==> config.mk <==
export PLATFORM = sky130hd
export DESIGN_NAME = fp_csr_unit
export DESIGN_NICKNAME = d
export VERILOG_FILES = /design/src/source/fcsr_pkg.sv /design/src/source/csr_write_decode.sv /design/src/source/fcsr_regs.sv /design/src/source/fp_csr_unit.sv /design/src/source/rounding_mode_resolve.sv
export VERILOG_INCLUDE_DIRS = /design/src /design/src/source
export SDC_FILE = /design/constraint.sdc
export NUM_CORES = 1
export LEC_CHECK = 0
export BUFFER_PORTS_ARGS = -buffer_cell sky130_fd_sc_hd__buf_2
export CORE_MARGIN = 3
export CORE_UTILIZATION = 25
export DETAILED_ROUTE_END_ITERATION = 8
export GPL_TIMING_DRIVEN = 0
export PLACE_DENSITY_LB_ADDON = 0.1
export SLEW_MARGIN = 10
export SYNTH_ARGS = -nofsm -noshare
export SYNTH_HDL_FRONTEND = slang
export SYNTH_HIERARCHICAL = 1
export SYNTH_SLANG_ARGS = --single-unit
==> constraint.sdc <==
create_clock -name clk_i -period 1.71 [get_ports clk_i]
set_input_delay 0.171 -clock clk_i [delete_from_list [all_inputs] [get_ports clk_i]]
set_output_delay 0.171 -clock clk_i [all_outputs]
set_load 0.1 [all_outputs]
==> src/source/fcsr_config.svh <==
// FP CSR unit configuration
// field widths, CSR addresses and funct3 codes shared by the FP CSR blocks

`ifndef FCSR_CONFIG_SVH
`define FCSR_CONFIG_SVH

// field widths and flag source count
`define FCSR_FFLAGS_W 5
`define FCSR_FRM_W 3
`define FCSR_NUM_SRC 3

// FP CSR addresses
`define FCSR_ADDR_FFLAGS 12'h001
`define FCSR_ADDR_FRM 12'h002
`define FCSR_ADDR_FCSR 12'h003

// RISC-V Zicsr funct3 codes
`define CSR_FUN3_RW 3'b001
`define CSR_FUN3_RS 3'b010
`define CSR_FUN3_RC 3'b011
`define CSR_FUN3_RWI 3'b101
`define CSR_FUN3_RSI 3'b110
`define CSR_FUN3_RCI 3'b111

`endif

==> src/source/fcsr_pkg.sv <==
// FP CSR types
// flag struct, rounding modes, fcsr word views and the decode bundle

`include "fcsr_config.svh"

package fcsr_pkg;

  // accrued exception flags, nv in the msb
  typedef struct packed {
    logic nv;
    logic dz;
    logic of;
    logic uf;
    logic nx;
  } fflags_t;

  // rounding modes, 5 and 6 reserved
  typedef enum logic [`FCSR_FRM_W-1:0] {
    rne = 0,
    rtz = 1,
    rdn = 2,
    rup = 3,
    rmm = 4,
    dyn = 7
  } frm_e;

  typedef struct packed {
    frm_e    frm;
    fflags_t fflags;
  } fcsr_fields_t;

  // one fcsr byte, seen as fields or as raw bits
  typedef union packed {
    fcsr_fields_t                           f;
    logic [`FCSR_FRM_W+`FCSR_FFLAGS_W-1:0] raw;
  } fcsr_u;

  typedef struct packed {
    logic        v;
    logic [2:0]  funct3;
    logic [4:0]  rs1;
    logic [11:0] addr;
    fcsr_u       wdata;
  } csr_req_t;

  typedef enum logic [1:0] {
    rd_none,
    rd_fflags,
    rd_frm,
    rd_fcsr
  } read_sel_e;

  typedef struct packed {
    logic                     csr_active;
    logic [`FCSR_FRM_W-1:0]    frm_mask;
    logic [`FCSR_FRM_W-1:0]    frm_data;
    logic [`FCSR_FFLAGS_W-1:0] fflags_mask;
    logic [`FCSR_FFLAGS_W-1:0] fflags_data;
    read_sel_e                rsel;
  } fcsr_write_t;

endpackage

==> src/source/csr_write_decode.sv <==
// FP CSR write decode
// turns a CSR instruction into per-field bit masks and data,
// plus the read selection for the addressed register

`include "fcsr_config.svh"

module csr_write_decode (
  input  fcsr_pkg::csr_req_t    csr_req_i,
  output fcsr_pkg::fcsr_write_t wr_o
);

  import fcsr_pkg::*;

  localparam int unsigned FCSR_W = `FCSR_FRM_W + `FCSR_FFLAGS_W;

  fcsr_u imm_src;
  fcsr_u mask_u;
  fcsr_u data_u;

  // zero-extended immediate for the I-forms
  assign imm_src.raw = {{(FCSR_W-5){1'b0}}, csr_req_i.rs1};

  // raw mask and data over the whole fcsr byte
  always_comb begin
    mask_u.raw = '0;
    data_u.raw = '0;
    if (csr_req_i.v) begin
      case (csr_req_i.funct3)
        `CSR_FUN3_RW: begin
          mask_u.raw = '1;
          data_u.raw = csr_req_i.wdata.raw;
        end
        `CSR_FUN3_RS: begin
          mask_u.raw = csr_req_i.wdata.raw;
          data_u.raw = csr_req_i.wdata.raw;
        end
        `CSR_FUN3_RC: begin
          mask_u.raw = csr_req_i.wdata.raw;
          data_u.raw = ~csr_req_i.wdata.raw;
        end
        `CSR_FUN3_RWI: begin
          mask_u.raw = '1;
          data_u.raw = imm_src.raw;
        end
        `CSR_FUN3_RSI: begin
          mask_u.raw = imm_src.raw;
          data_u.raw = imm_src.raw;
        end
        `CSR_FUN3_RCI: begin
          mask_u.raw = imm_src.raw;
          data_u.raw = ~imm_src.raw;
        end
        default: begin
          mask_u.raw = '0;
          data_u.raw = '0;
        end
      endcase
    end
  end

  // steer slices into the fields by address
  always_comb begin
    wr_o.csr_active  = csr_req_i.v;
    wr_o.frm_mask    = '0;
    wr_o.frm_data    = '0;
    wr_o.fflags_mask = '0;
    wr_o.fflags_data = '0;
    wr_o.rsel        = rd_none;
    case (csr_req_i.addr)
      `FCSR_ADDR_FFLAGS: begin
        wr_o.fflags_mask = mask_u.raw[`FCSR_FFLAGS_W-1:0];
        wr_o.fflags_data = data_u.raw[`FCSR_FFLAGS_W-1:0];
        wr_o.rsel        = rd_fflags;
      end
      `FCSR_ADDR_FRM: begin
        // frm alone sits in the low bits of the source
        wr_o.frm_mask = mask_u.raw[`FCSR_FRM_W-1:0];
        wr_o.frm_data = data_u.raw[`FCSR_FRM_W-1:0];
        wr_o.rsel     = rd_frm;
      end
      `FCSR_ADDR_FCSR: begin
        wr_o.fflags_mask = mask_u.f.fflags;
        wr_o.fflags_data = data_u.f.fflags;
        wr_o.frm_mask    = mask_u.f.frm;
        wr_o.frm_data    = data_u.f.frm;
        wr_o.rsel        = rd_fcsr;
      end
      default: begin
        wr_o.rsel = rd_none;
      end
    endcase
  end

endmodule

==> src/source/fcsr_regs.sv <==
// FP CSR registers
// holds frm and fflags, applies masked CSR writes bit by bit,
// accrues exception flags from the FP units and muxes the read data

`include "fcsr_config.svh"

module fcsr_regs (
  input  logic                                      clk_i,
  input  logic                                      reset_i,
  input  fcsr_pkg::fcsr_write_t                     wr_i,
  input  logic [`FCSR_NUM_SRC-1:0]                  fflags_v_i,
  input  fcsr_pkg::fflags_t [`FCSR_NUM_SRC-1:0]     fflags_i,
  output fcsr_pkg::frm_e                            frm_o,
  output fcsr_pkg::fcsr_u                           rdata_o,
  output logic                                      rdata_v_o
);

  import fcsr_pkg::*;

  localparam int unsigned FCSR_W = `FCSR_FRM_W + `FCSR_FFLAGS_W;

  logic [`FCSR_FRM_W-1:0]    frm_r;
  logic [`FCSR_FRM_W-1:0]    frm_n;
  logic [`FCSR_FFLAGS_W-1:0] fflags_r;
  logic [`FCSR_FFLAGS_W-1:0] fflags_n;
  logic [`FCSR_FFLAGS_W-1:0] accrue;
  logic [`FCSR_FFLAGS_W-1:0] fflags_mask;
  logic [`FCSR_FFLAGS_W-1:0] fflags_data;

  // sources: [2] div/sqrt, [1] float, [0] int convert
  always_comb begin
    accrue = '0;
    for (int i = 0; i < `FCSR_NUM_SRC; i++) begin
      if (fflags_v_i[i]) begin
        accrue = accrue | fflags_i[i];
      end
    end
  end

  // flags only accrue on cycles without a CSR access
  always_comb begin
    fflags_mask = wr_i.fflags_mask;
    fflags_data = wr_i.fflags_data;
    if (!wr_i.csr_active) begin
      fflags_mask = fflags_mask | accrue;
      fflags_data = fflags_data | accrue;
    end
  end

  // each bit takes new data only where its mask is set
  assign frm_n    = (frm_r & ~wr_i.frm_mask) | (wr_i.frm_data & wr_i.frm_mask);
  assign fflags_n = (fflags_r & ~fflags_mask) | (fflags_data & fflags_mask);

  always_ff @(posedge clk_i) begin
    if (reset_i) begin
      frm_r    <= '0;
      fflags_r <= '0;
    end else begin
      frm_r    <= frm_n;
      fflags_r <= fflags_n;
    end
  end

  // read data straight from the current registers
  always_comb begin
    rdata_o.raw = '0;
    rdata_v_o   = 1'b1;
    case (wr_i.rsel)
      rd_fflags: begin
        rdata_o.raw = {{(FCSR_W-`FCSR_FFLAGS_W){1'b0}}, fflags_r};
      end
      rd_frm: begin
        rdata_o.raw = {{(FCSR_W-`FCSR_FRM_W){1'b0}}, frm_r};
      end
      rd_fcsr: begin
        rdata_o.f.frm    = frm_e'(frm_r);
        rdata_o.f.fflags = fflags_r;
      end
      default: begin
        rdata_v_o = 1'b0;
      end
    endcase
  end

  assign frm_o = frm_e'(frm_r);

endmodule

==> src/source/fp_csr_unit.sv <==
// FP control and status unit
// fflags/frm CSR access, exception flag accrual and effective
// rounding mode for an RV32 core

`include "fcsr_config.svh"

module fp_csr_unit (
  input  logic                                  clk_i,
  input  logic                                  reset_i,
  input  fcsr_pkg::csr_req_t                    csr_req_i,
  input  logic [`FCSR_NUM_SRC-1:0]              fflags_v_i,
  input  fcsr_pkg::fflags_t [`FCSR_NUM_SRC-1:0] fflags_i,
  input  fcsr_pkg::frm_e                        instr_rm_i,
  output fcsr_pkg::fcsr_u                       csr_rdata_o,
  output logic                                  csr_rdata_v_o,
  output fcsr_pkg::frm_e                        rm_o,
  output logic                                  rm_illegal_o
);

  import fcsr_pkg::*;

  fcsr_write_t wr;
  frm_e        frm;

  csr_write_decode i_csr_write_decode (
    .csr_req_i (csr_req_i),
    .wr_o      (wr)
  );

  fcsr_regs i_fcsr_regs (
    .clk_i      (clk_i),
    .reset_i    (reset_i),
    .wr_i       (wr),
    .fflags_v_i (fflags_v_i),
    .fflags_i   (fflags_i),
    .frm_o      (frm),
    .rdata_o    (csr_rdata_o),
    .rdata_v_o  (csr_rdata_v_o)
  );

  // effective mode for the instruction in flight
  rounding_mode_resolve i_rounding_mode_resolve (
    .frm_i        (frm),
    .instr_rm_i   (instr_rm_i),
    .rm_o         (rm_o),
    .rm_illegal_o (rm_illegal_o)
  );

endmodule

==> src/source/rounding_mode_resolve.sv <==
// rounding mode resolution
// substitutes frm for the dynamic mode and flags reserved encodings

module rounding_mode_resolve (
  input  fcsr_pkg::frm_e frm_i,
  input  fcsr_pkg::frm_e instr_rm_i,
  output fcsr_pkg::frm_e rm_o,
  output logic           rm_illegal_o
);

  import fcsr_pkg::*;

  logic [2:0] rm_bits;

  // dyn picks up the mode held in frm
  always_comb begin
    if (instr_rm_i == dyn) begin
      rm_o = frm_i;
    end else begin
      rm_o = instr_rm_i;
    end
  end

  assign rm_bits = rm_o;

  // 5 and 6 are reserved, and dyn left in frm is illegal too
  always_comb begin
    case (rm_bits)
      3'd5, 3'd6, 3'd7: rm_illegal_o = 1'b1;
      default:          rm_illegal_o = 1'b0;
    endcase
  end

endmodule

* Word-level counts from Yosys, hierarchy flattened *
Index checks and enable logic that the tools add are counted.

word-level totals
  flip-flop bits (word level) = 8
  output and inout port bits = 13
  logic and storage cells = 56

cells by class
  equal/unequal tests = 16
  muxes and demuxes = 16
  bitwise operators = 14
  reduce and logical (&&, ||, !) cells = 8

operators by type and width
  operator                                               count
  case mux 8 bit (3 select lines)                        2
  case mux 8 bit (4 select lines)                        1
  two-way mux 5 bit                                      5
  OR 5 bit                                               5
  equality test 12 x 2 -> 1 bit (second input constant)  2
  equality test 3 bit (second input constant)            7
  two-way mux 8 bit                                      2
  equality test 12 x 1 -> 1 bit (second input constant)  1
  case mux 6 bit (2 select lines)                        1
  OR reduction 2 bit                                     6
  bitwise AND 5 bit                                      2
  two-way mux 10 bit                                     1
  NOT 5 -> 8 bit                                         1
  NOT 8 bit                                              1
  bitwise AND 3 bit                                      2
  equality test 3 x 2 -> 1 bit (second input constant)   2
  case mux 2 bit (3 select lines)                        1
  OR reduction 3 bit                                     2
  NOT 5 bit                                              1
  equality test 2 bit (second input constant)            2
  equality test 3 x 1 -> 1 bit (second input constant)   1
  two-way mux 3 bit                                      1
  NOT 3 bit                                              1
  OR 3 bit                                               1
  2 further kinds                                        3

* Logic depth before layout (Yosys ltp) *
Gate-level depths: netlist of run 1.

  depth after elaboration = 10
  gate-level depth with buffers = 7
  mapped depth without buffers = 6

* Modules after synthesis *
The synthesis of run 1 kept the hierarchy.

modules (own cells, without submodules)
  module                 times used  cells an instance  area each (µm²)  seq. area each (µm²)
  csr_write_decode       1           74                 528.0            0.0
  fcsr_regs              1           47                 432.9            160.2
  rounding_mode_resolve  1           9                  50.0             0.0

* Least setup slack after synthesis of run 1 *
Ideal clock, no wire load.

  path kind = input to output
  start point = input csr_req_i[15] (netlist name)
  end point = output csr_rdata_o[0] (netlist name)
  arrival = 2.975 ns
  slack = -1.436 ns
  stages = 5
  path buffers = 0
  cell sequence = nor4_2 > nand3_1 > nor2_1 > nand2_1 > o21ai_0

RTL lines
  element      RTL line           RTL
  from (decl)  fp_csr_unit.sv:10  input fcsr_pkg::csr_req_t csr_req_i,
  to (decl)    fp_csr_unit.sv:14  output fcsr_pkg::fcsr_u csr_rdata_o,

==> results of run 1 <==
## cells in the final DEF, fill, tap and decap left out, types with 3 or more instances in the layout
cell	netlist	layout
buf_2	2	53
mux2i_1	13	13
nand2_1	12	12
nor2_1	11	9
buf_6	3	8
dfxtp_1	8	8
clkbuf_8	2	5
a21oi_2	5	5
xnor2_1	5	5
nor3b_1	5	5
a21oi_1	5	5
a222oi_1	5	5
o22ai_1	5	5
buf_4	2	4
or2_2	4	4
a31oi_1	7	4
nand4_1	3	3
o211ai_1	3	3
a21o_2	3	3
a31oi_2	0	3
o21ai_2	0	3
and3_2	0	3
o21a_1	3	3
buf_8	0	3
## timing repair
| action | CTS | global route |
|---|---|---|
| resized for setup | 20 | 8 |
| endpoints found under the hold margin | 0 | 0 |
| setup endpoints to repair | 9 | 13 |
## kinds of logic (layout without fill, tap and decap cells)
group	count (synthesis)	count (layout)
DFF	8	8
xor gates and xnor gates	5	5
muxes	13	13
AOI/OAI and AO/OA	42	42
and+or+nand+nor	49	49
buffers and inverters	13	76
## path summary, 6_finish.rpt
kind | start | end | slack, ns | depth (start not counted)
setup / recovery | csr_req_i[11] | csr_rdata_o[5] | 0.10 | 6
hold reg to reg | flip-flop | flip-flop | 0.57 | 2
hold / removal | reset_i | flip-flop | 0.16 | 2
setup reg to reg | flip-flop | flip-flop | 1.04 | 2
## cell type report
type                       instances  area, µm²
buffer                            11      106.4
clock buffer                       3      41.29
fill                             415       2237
inverter                           2      7.507
multi-input combinational        109      798.3
sequential                         8      160.2
tap                               48      60.06
timing repair buffer              60      360.3
## power groups by stage
stage,Clock (µW),Sequential (µW),Combinational (µW)
global route,241,207,294
global placement,0,208,258
detailed placement,0,209,265
finish,217,205,271
CTS,220,206,266
floorplan,0,206,174
## cells in the mapped netlist (3+ instances only)
cell type / n
o21ai_0: 5
nand2_1: 12
a31oi_1: 7
or2_2: 4
a21oi_1: 5
mux2i_1: 13
nor3b_1: 5
o211ai_1: 3
a21oi_2: 5
a21o_2: 3
nor2_1: 11
a222oi_1: 5
xnor2_1: 5
and3_1: 3
o22ai_1: 5
o21a_1: 3
nand4_1: 3
dfxtp_1: 8
buf_6: 3
## routing by layer
metal  up-vias  track usage (%)
met3         2            3.333
met1       523            16.15
li1        613                -
met2        43            20.13
met4         0            2.386
met5         -                0
## stage by stage
stage | utilization (%) | setup slack (ns) | instances | TNS, ns
after floorplan | - | -0.1654 | 130 | -0.4962
after global placement | 36.99 | -0.2185 | 238 | -2.077
after detailed placement | 36.99 | -0.2238 | 238 | -2.218
after CTS | 39.71 | -0.0008843 | 241 | -0.0008843
after global routing | 40.68 | 0.004946 | 241 | 0
final | 40.68 | 0.1003 | 241 | 0
==> run summary, run 1 <==
Sinks on Clock Net = 8
Synth Area per Inst = 7.777 µm²
Mux cell area share after synthesis = 12.87%
Nets = 247
Total GRT Usage = 12.29%
WL final = 3110 µm
Final min period = 1.610 ns
Rows = 22
Slew @ Worst Pin = 0.5029 ns
Setup crit end kind = primary output
Vias in the first global route = 1,147
Hold Crit Class = in -> reg
Placement Cell Area = 0.001395 mm²
TritonCTS buffer count = 3
Worst Clk Skew = 0 ns
Net Sw Frac = 32.59%
Mapped Cells = 130
Fin. Hold Viols = 0
Clk slew on worst S/H paths = 0.04 ns
Via density = 4.900
Power Density = 451.9 mW/mm²
Post-Syn Nets = 182
Residual DRC count = 0
1st-iter DRT viols = 77
Drt first pass iters = 4
RSZ-0062 raised after global routing = false
Die extent in y = 69.59 µm
Rel. slew slack = 65.51%
Antenna violations before repair = 0
Synth Area in Compound Gates = 29.21%
Final Instance Area = 0.001534 mm²
Setup violations, final = 0
Synth Area in Adders = 0%
Metal-1 WL = 1462 µm
First-pass GRT wire length = 5099 µm
Design Power = 693.3 µW
GRT overflow = 0
Ys Warns = 6
P_int = 467.4 µW
Antenna diodes = 0
F_max = 621.2 MHz
Seq pwr share = 29.6%
Top routing layer used = met4
Clk buf depth = 2
Max VDD drop = 0.0002266 V
Switching pwr = 225.9 µW
Port bufs = 60
Hold slack = 0.1590 ns
Antenna viol nets, final = 0
Synth top area cells = dfxtp_1 16%, mux2i_1 13%, a222oi_1 5.0%
Post-Synth XOR/XNOR Area = 4.332%
DR vias = 1,181
Met3 routed WL = 220 µm
Hold-fix buffers, CTS = 0
P_leak = 0.0006412 µW
Max Transition Viols Final = 0
Max Cap Viol = 0
Sequential share of the synthesized area = 15.84%
Required time of the critical path = 1.54 ns
Status = finished clean
Post-DP HPWL = 2550 µm
Starting Density = 26.81%
Synthesized cell area = 0.001011 mm²
H-tree level count = 1
CP Data Arrival Time = 1.44 ns
Crit start category = primary input
Die width = 69.59 µm
Post-synth top area share = 15.84%
Synth Area in Simple Gates = 27.10%
Asr flop ratio synth = 0%
Clock network power share = 31.3%
Synth unique cells = 33
Die area = 0.004843 mm²
Slowest CP cell = nor4_2
Clock latency on the worst-skew pair = 0.22 ns
CTS tree = done
Drt wl/cell = 12.90 µm
Pin count of the biggest net entering global routing = 11
Post-CTS Setup Inserts = 0
EDFF count, synth = 0
Logic pwr share = 39.1%
Layout area overhead = 51.73%
Crit share post-route = 94.14%
Root Buffer = clkbuf_8
Post-synth top flop = dfxtp_1
Final Wtd Congestion = 0.8197
Core area = 0.003771 mm²
#FFs+latches synth = 8
Largest family of logic cells by synthesized area = compound AO/OA/AOI/OAI gates
Area leader, netlist = dfxtp_1
I/O pins = 65
Layout cell share with drive strength beyond 1 = 53.89%
Routed met2 length = 1420 µm
Worst-path fanout max = 7
Delay-heaviest family, CP = simple AND/OR/NAND/NOR gates
Worst path bufs/invs = 2
Crit Path Class = in -> out
CP peak stage delay = 0.29 ns
Cells along the critical path = buf_2, nor4_2, nand3_2, nor2_2, and3_2, buf_4
(Power assumes the default switching activity.)
==> run 2: changes to the inputs <==
Settings changed: CORE_ASPECT_RATIO set to 2, RECOVER_POWER set to 100.
==> run 2 against run 1 <==
  * Cell area increased by 1.1%
  * First-iteration DRC count decreased by 68%
  * Register-to-register slack about the same
  * Cell count increased by 1.2%
  * Total power increased by 2.2%
  * Via count increased by 3.5%
  * Clock power increased by 6%
  * Worst setup slack got worse by 0.042 ns
  * Flip-flop and latch count unchanged
  * Core utilization decreased by 0.73 points
  * Maximum frequency decreased by 2.5%
  * Highest routed layer unchanged
==> run summary, run 2 (synthesis results as in run 1) <==
Status = finished clean
DR vias = 1,222 (+3.5%)
Hold Crit Class = in -> reg
First-pass GRT wire length = 5423 µm (+6.4%)
CTS tree = done
Slew @ Worst Pin = 0.5613 ns (+0.05840 ns)
Worst Clk Skew = 0 ns (unchanged)
Total GRT Usage = 14.18% (+1.9 points)
Rel. slew slack = 62.74% (-2.8 points)
1st-iter DRT viols = 25 (-68%)
Power Density = 456.5 mW/mm² (+1.0%)
CP Data Arrival Time = 1.48 ns (+0.04 ns)
Fin. Hold Viols = 0 (unchanged)
Antenna viol nets, final = 0 (unchanged)
Setup violations, final = 0 (unchanged)
Most common cell after layout, fill and taps aside = buf_2
Max VDD drop = 0.0003676 V (+62%)
Clk buf depth = 2 (unchanged)
Layout area overhead = 53.47%
Crit Path Class = in -> out
Max Transition Viols Final = 0 (unchanged)
Final min period = 1.651 ns (+0.04167 ns)
Final Util = 39.95% (-0.73 points)
Final Wtd Congestion = 0.7837 (-4.4%)
Via density = 5.008 (+2.2%)
Worst-path fanout max = 10 (+3)
Residual DRC count = 0 (unchanged)
Die extent in y = 95.93 µm (+38%)
WL final = 3436 µm (+10%)
Hold slack = 0.1427 ns (-0.01624 ns)
Port bufs = 60 (unchanged)
Die width = 50.97 µm (-27%)
Antenna diodes = 0 (unchanged)
Setup crit end kind = primary output
Setup TNS = 0 ns (unchanged)
Most frequent cells in the layout = 50 x buf_2, 13 x mux2i_1, 12 x nand2_1, 9 x nor2_1, 8 x dfxtp_1
Post-CTS Setup Inserts = 0 (unchanged)
Crit start category = primary input
Die area = 0.004889 mm² (+0.96%)
Sinks on Clock Net = 8 (unchanged)
Clk slew on worst S/H paths = 0.05 ns (about the same)
Nets = 247 (unchanged)
Rows = 32 (+45%)
Post-DP HPWL = 2811 µm (+10%)
Drt wl/cell = 14.08 µm (+9.1%)
Pin count of the biggest net entering global routing = 11 (unchanged)
RSZ-0062 raised after global routing = true
Crit share post-route = 96.57% (+2.4 points)
TritonCTS buffer count = 3 (unchanged)
H-tree level count = 1 (unchanged)
Drt first pass iters = 4 (unchanged)
Max Cap Viol = 0 (unchanged)
Antenna violations before repair = 0 (unchanged)
I/O pins = 65 (unchanged)
Core area = 0.003884 mm² (+3.0%)
F_max = 605.5 MHz (-2.5%)
Layout cell share with drive strength beyond 1 = 53.37% (-0.52 points)
Starting Density = 26.03% (-0.78 points)
Clock latency on the worst-skew pair = 0.23 ns (about the same)
GRT overflow = 0 (unchanged)
Vias in the first global route = 1,224 (+6.7%)
Root Buffer = clkbuf_8
Required time of the critical path = 1.54 ns (about the same)
P_leak = 0.0006461 µW (+0.78%)
[run 2: changes by cell type in the layout (fill, tap and decap cells not counted), sizes merged]
cell | previous run | this run
clkbuf | 5 | 9
buf | 68 | 64
[run 2: worst paths after layout]
kind | startpoint | to | slack, ns | cells after the start
worst max-delay path | csr_req_i[15] | csr_rdata_o[6] | 0.06 | 7
worst min-delay path | reset_i | flip-flop | 0.14 | 2
worst max register to register | flip-flop | flip-flop | 1.03 | 2
worst min register to register | flip-flop | flip-flop | 0.56 | 2
[run 2: through the flow]
stage	std cells	total power [µW]	worst slack, ns	instance area, µm²
after CTS	244	709.9	0.01668	1506
after global placement	241	470.0	-0.2407	1399
after global routing	244	750.4	-0.02177	1551
after floorplan	130	380.3	-0.1654	1035
after detailed placement	241	475.1	-0.2543	1399
final	244	708.2	0.05859	1551
[run 2: final cells by class]
cell class,count,area (µm²)
flip-flops and latches,8,160.2
well taps,51,63.81
inverters,2,7.507
fillers,423,2332
clock buffers,3,41.29
multi-input cells,109,799.5
plain buffers,11,106.4
repair buffers,60,372.9
[run 2: critical path, stage by stage]
cell and delay, ns:
buf_2 0.11, nor4_4 0.28, nand3_2 0.16, nor2_2 0.18
buf_6 0.17, and3_2 0.21, buf_8 0.20
[run 2: power by group]
group	internal, µW	switching [µW]
combinational	116	155
clock	153	78.4
sequential	199	5.83
total	469	240
[run 2: repair_timing]
| action | in CTS | in global routing |
|---|---|---|
| gates resized for setup | 21 | 10 |
| pin swaps | 0 | 1 |
| gates cloned | 0 | 0 |
| hold buffers | 0 | 0 |
| endpoints found under the setup margin | 9 | 10 |
[run 2: layer usage]
metal | GRT usage (%) | routed length (µm) | vias up
li1 | - | - | 614
met1 | 14.37 | 1195 | 554
met3 | 2.636 | 252 | 2
met4 | 4.045 | 24 | 0
met2 | 28.13 | 1964 | 52
met5 | 0 | 0 | -
==> run 3: changes to the inputs <==
Settings changed: CTS_CLUSTER_DIAMETER set to 150.
Clock period 1.71 ns to 1.3 ns, I/O delays scaled along.
==> run 3 against run 2 <==
  * Cell count rose by 2.5%
  * Critical path type unchanged
  * Die area did not move
  * Via count rose by 2.4%
  * Combinational power rose by 46%
  * The run now ends with setup timing left
==> run summary, run 3 (synthesis results as in run 1) <==
Layout area overhead = 85.89%
I/O pins = 65 (unchanged)
Status = complete, but fails checks
DR vias = 1,251 (+2.4%)
Reg2reg path depth = 2 (unchanged)
Design Power = 966.2 µW (+36%)
CTS tree = done
TritonCTS buffer count = 3 (unchanged)
Hold Crit Class = in -> reg
Crit Path Class = in -> out
Final Util = 48.39% (+8.4 points)
Final Instance Area = 0.001879 mm² (+21%)
Antenna diodes = 0 (unchanged)
Most common cell after layout, fill and taps aside = buf_2
Slew @ Worst Pin = 0.4652 ns (-0.09610 ns)
Clk buf depth = 2 (unchanged)
Root Buffer = clkbuf_8
Required time of the critical path = 1.17 ns (-0.37 ns)
Cells along the critical path = buf_6, nor4_4, nand3_4, nor2_4, clkbuf_16, and3_4, buf_12
Post-route setup slack = -0.2933 ns (-0.3519 ns)
P_leak = 0.0007337 µW (+14%)
Power Density = 514.1 mW/mm² (+13%)
Worst-path fanout max = 5 (-5)
Starting Density = 26.03% (unchanged)
Max Cap Viol = 0 (unchanged)
WL final = 3748 µm (+9.1%)
Crit start category = primary input
Rows = 32 (unchanged)
Port bufs = 60 (unchanged)
Crit share post-route = 122.6%
Via density = 5.004 (about the same)
Placement Cell Area = 0.001488 mm² (+6.4%)
Worst Clk Skew = 0 ns (unchanged)
GRT overflow = 0 (unchanged)
H-tree level count = 1 (unchanged)
Fin. Hold Viols = 0 (unchanged)
Rel. slew slack = 68.10% (+5.4 points)
Failing checks = setup timing
Residual DRC count = 0 (unchanged)
Sinks on Clock Net = 8 (unchanged)
Vias in the first global route = 1,337 (+9.2%)
F_max = 627.6 MHz
Post-DP HPWL = 2731 µm (-2.8%)
Worst hold path startpoint = reset_i
Max VDD drop = 0.0003896 V (+6.0%)
Die width = 50.97 µm (unchanged)
Clock latency on the worst-skew pair = 0.23 ns (about the same)
Total GRT Usage = 16.11% (+1.9 points)
Drt first pass iters = 5 (+1)
RSZ-0062 raised after global routing = true
Setup crit end kind = primary output
Layout cell share with drive strength beyond 1 = 60.30% (+6.9 points)
Most frequent cells in the layout = 44 x buf_2, 13 x mux2i_1, 10 x buf_12, 9 x nor2_1, 9 x buf_6
Clk slew on worst S/H paths = 0.04 ns (about the same)
Hold-fix buffers, CTS = 0 (unchanged)
1st-iter DRT viols = 13 (-48%)
CP peak stage delay = 0.31 ns (+0.03 ns)
Slowest CP cell = nor4_4
Drt wl/cell = 14.99 µm (+6.5%)
Pin count of the biggest net entering global routing = 11 (unchanged)
Antenna viol nets, final = 0 (unchanged)
Max Transition Viols Final = 0 (unchanged)
CP Data Arrival Time = 1.46 ns (-0.02 ns)
Setup crit start = csr_req_i[12]
Setup violations, final = 17 (+17)
First-pass GRT wire length = 6127 µm (+13%)
Antenna violations before repair = 0 (unchanged)
Die area = 0.004889 mm² (unchanged)
Final min period = 1.593 ns
Setup TNS = -3.877 ns (-3.877 ns)
Reg-to-reg slack, setup = 0.60 ns (-0.43 ns)
Core area = 0.003884 mm² (unchanged)
Die extent in y = 95.93 µm (unchanged)
Final Wtd Congestion = 0.8047 (+2.7%)
Hold-critical path depth = 2 (unchanged)
Nets = 253 (+2.4%)
run 3: cell types whose count changed in the layout (fill, tap and decap cells not counted), sizes merged:
cell	previous run	this run
buf	64	69
or3	2	3
run 3: per-layer routing:
layer / vias to the layer above / global-route usage [%] / wire [µm]
li1: 623 / - / -
met1: 569 / 17.57 / 1309
met2: 53 / 29.63 / 2112
met3: 6 / 3.566 / 269
met4: 0 / 5.618 / 57
met5: - / 0 / 0
run 3: repair_timing:
action,4_1_cts,5_1_grt
resized for setup,64,7
endpoints found under the setup margin,21,19
gates cloned,2,0
endpoints found under the hold margin,0,0
pin swaps,8,9
buffers inserted,6,0
run 3: worst max-delay path by stage:
stage	endpoint
finish	csr_rdata_o[7]
global route	flip-flop
CTS	csr_rdata_o[7]
detailed placement	csr_rdata_o[1]
global placement	csr_rdata_o[1]
floorplan	flip-flop
run 3: critical path: cells and delay by family:
family | cells | cell delay, ns
simple gates | 4 | 0.89
buf+inv | 3 | 0.45
run 3: stage by stage:
stage	hold WS [ns]	instances	worst slack (ns)
after floorplan	0.3170	130	-0.2454
after global placement	0.3449	241	-0.6001
after detailed placement	0.3480	241	-0.6153
after CTS	0.1022	250	-0.2909
after global routing	0.1034	250	-0.3513
final	0.1011	250	-0.2933
run 3: layout make-up:
type	count	area (µm²)
tap	51	63.81
clock buffer	3	41.29
fill	382	2004
inverter	2	7.507
sequential	8	162.7
multi-input combinational	110	947.2
buffer	9	103.9
timing repair buffer	67	553.0
run 3: power breakdown:
group | internal (µW) | switching, µW
logic | 174 | 222
registers | 262 | 9.77
clock network | 201 | 97.5
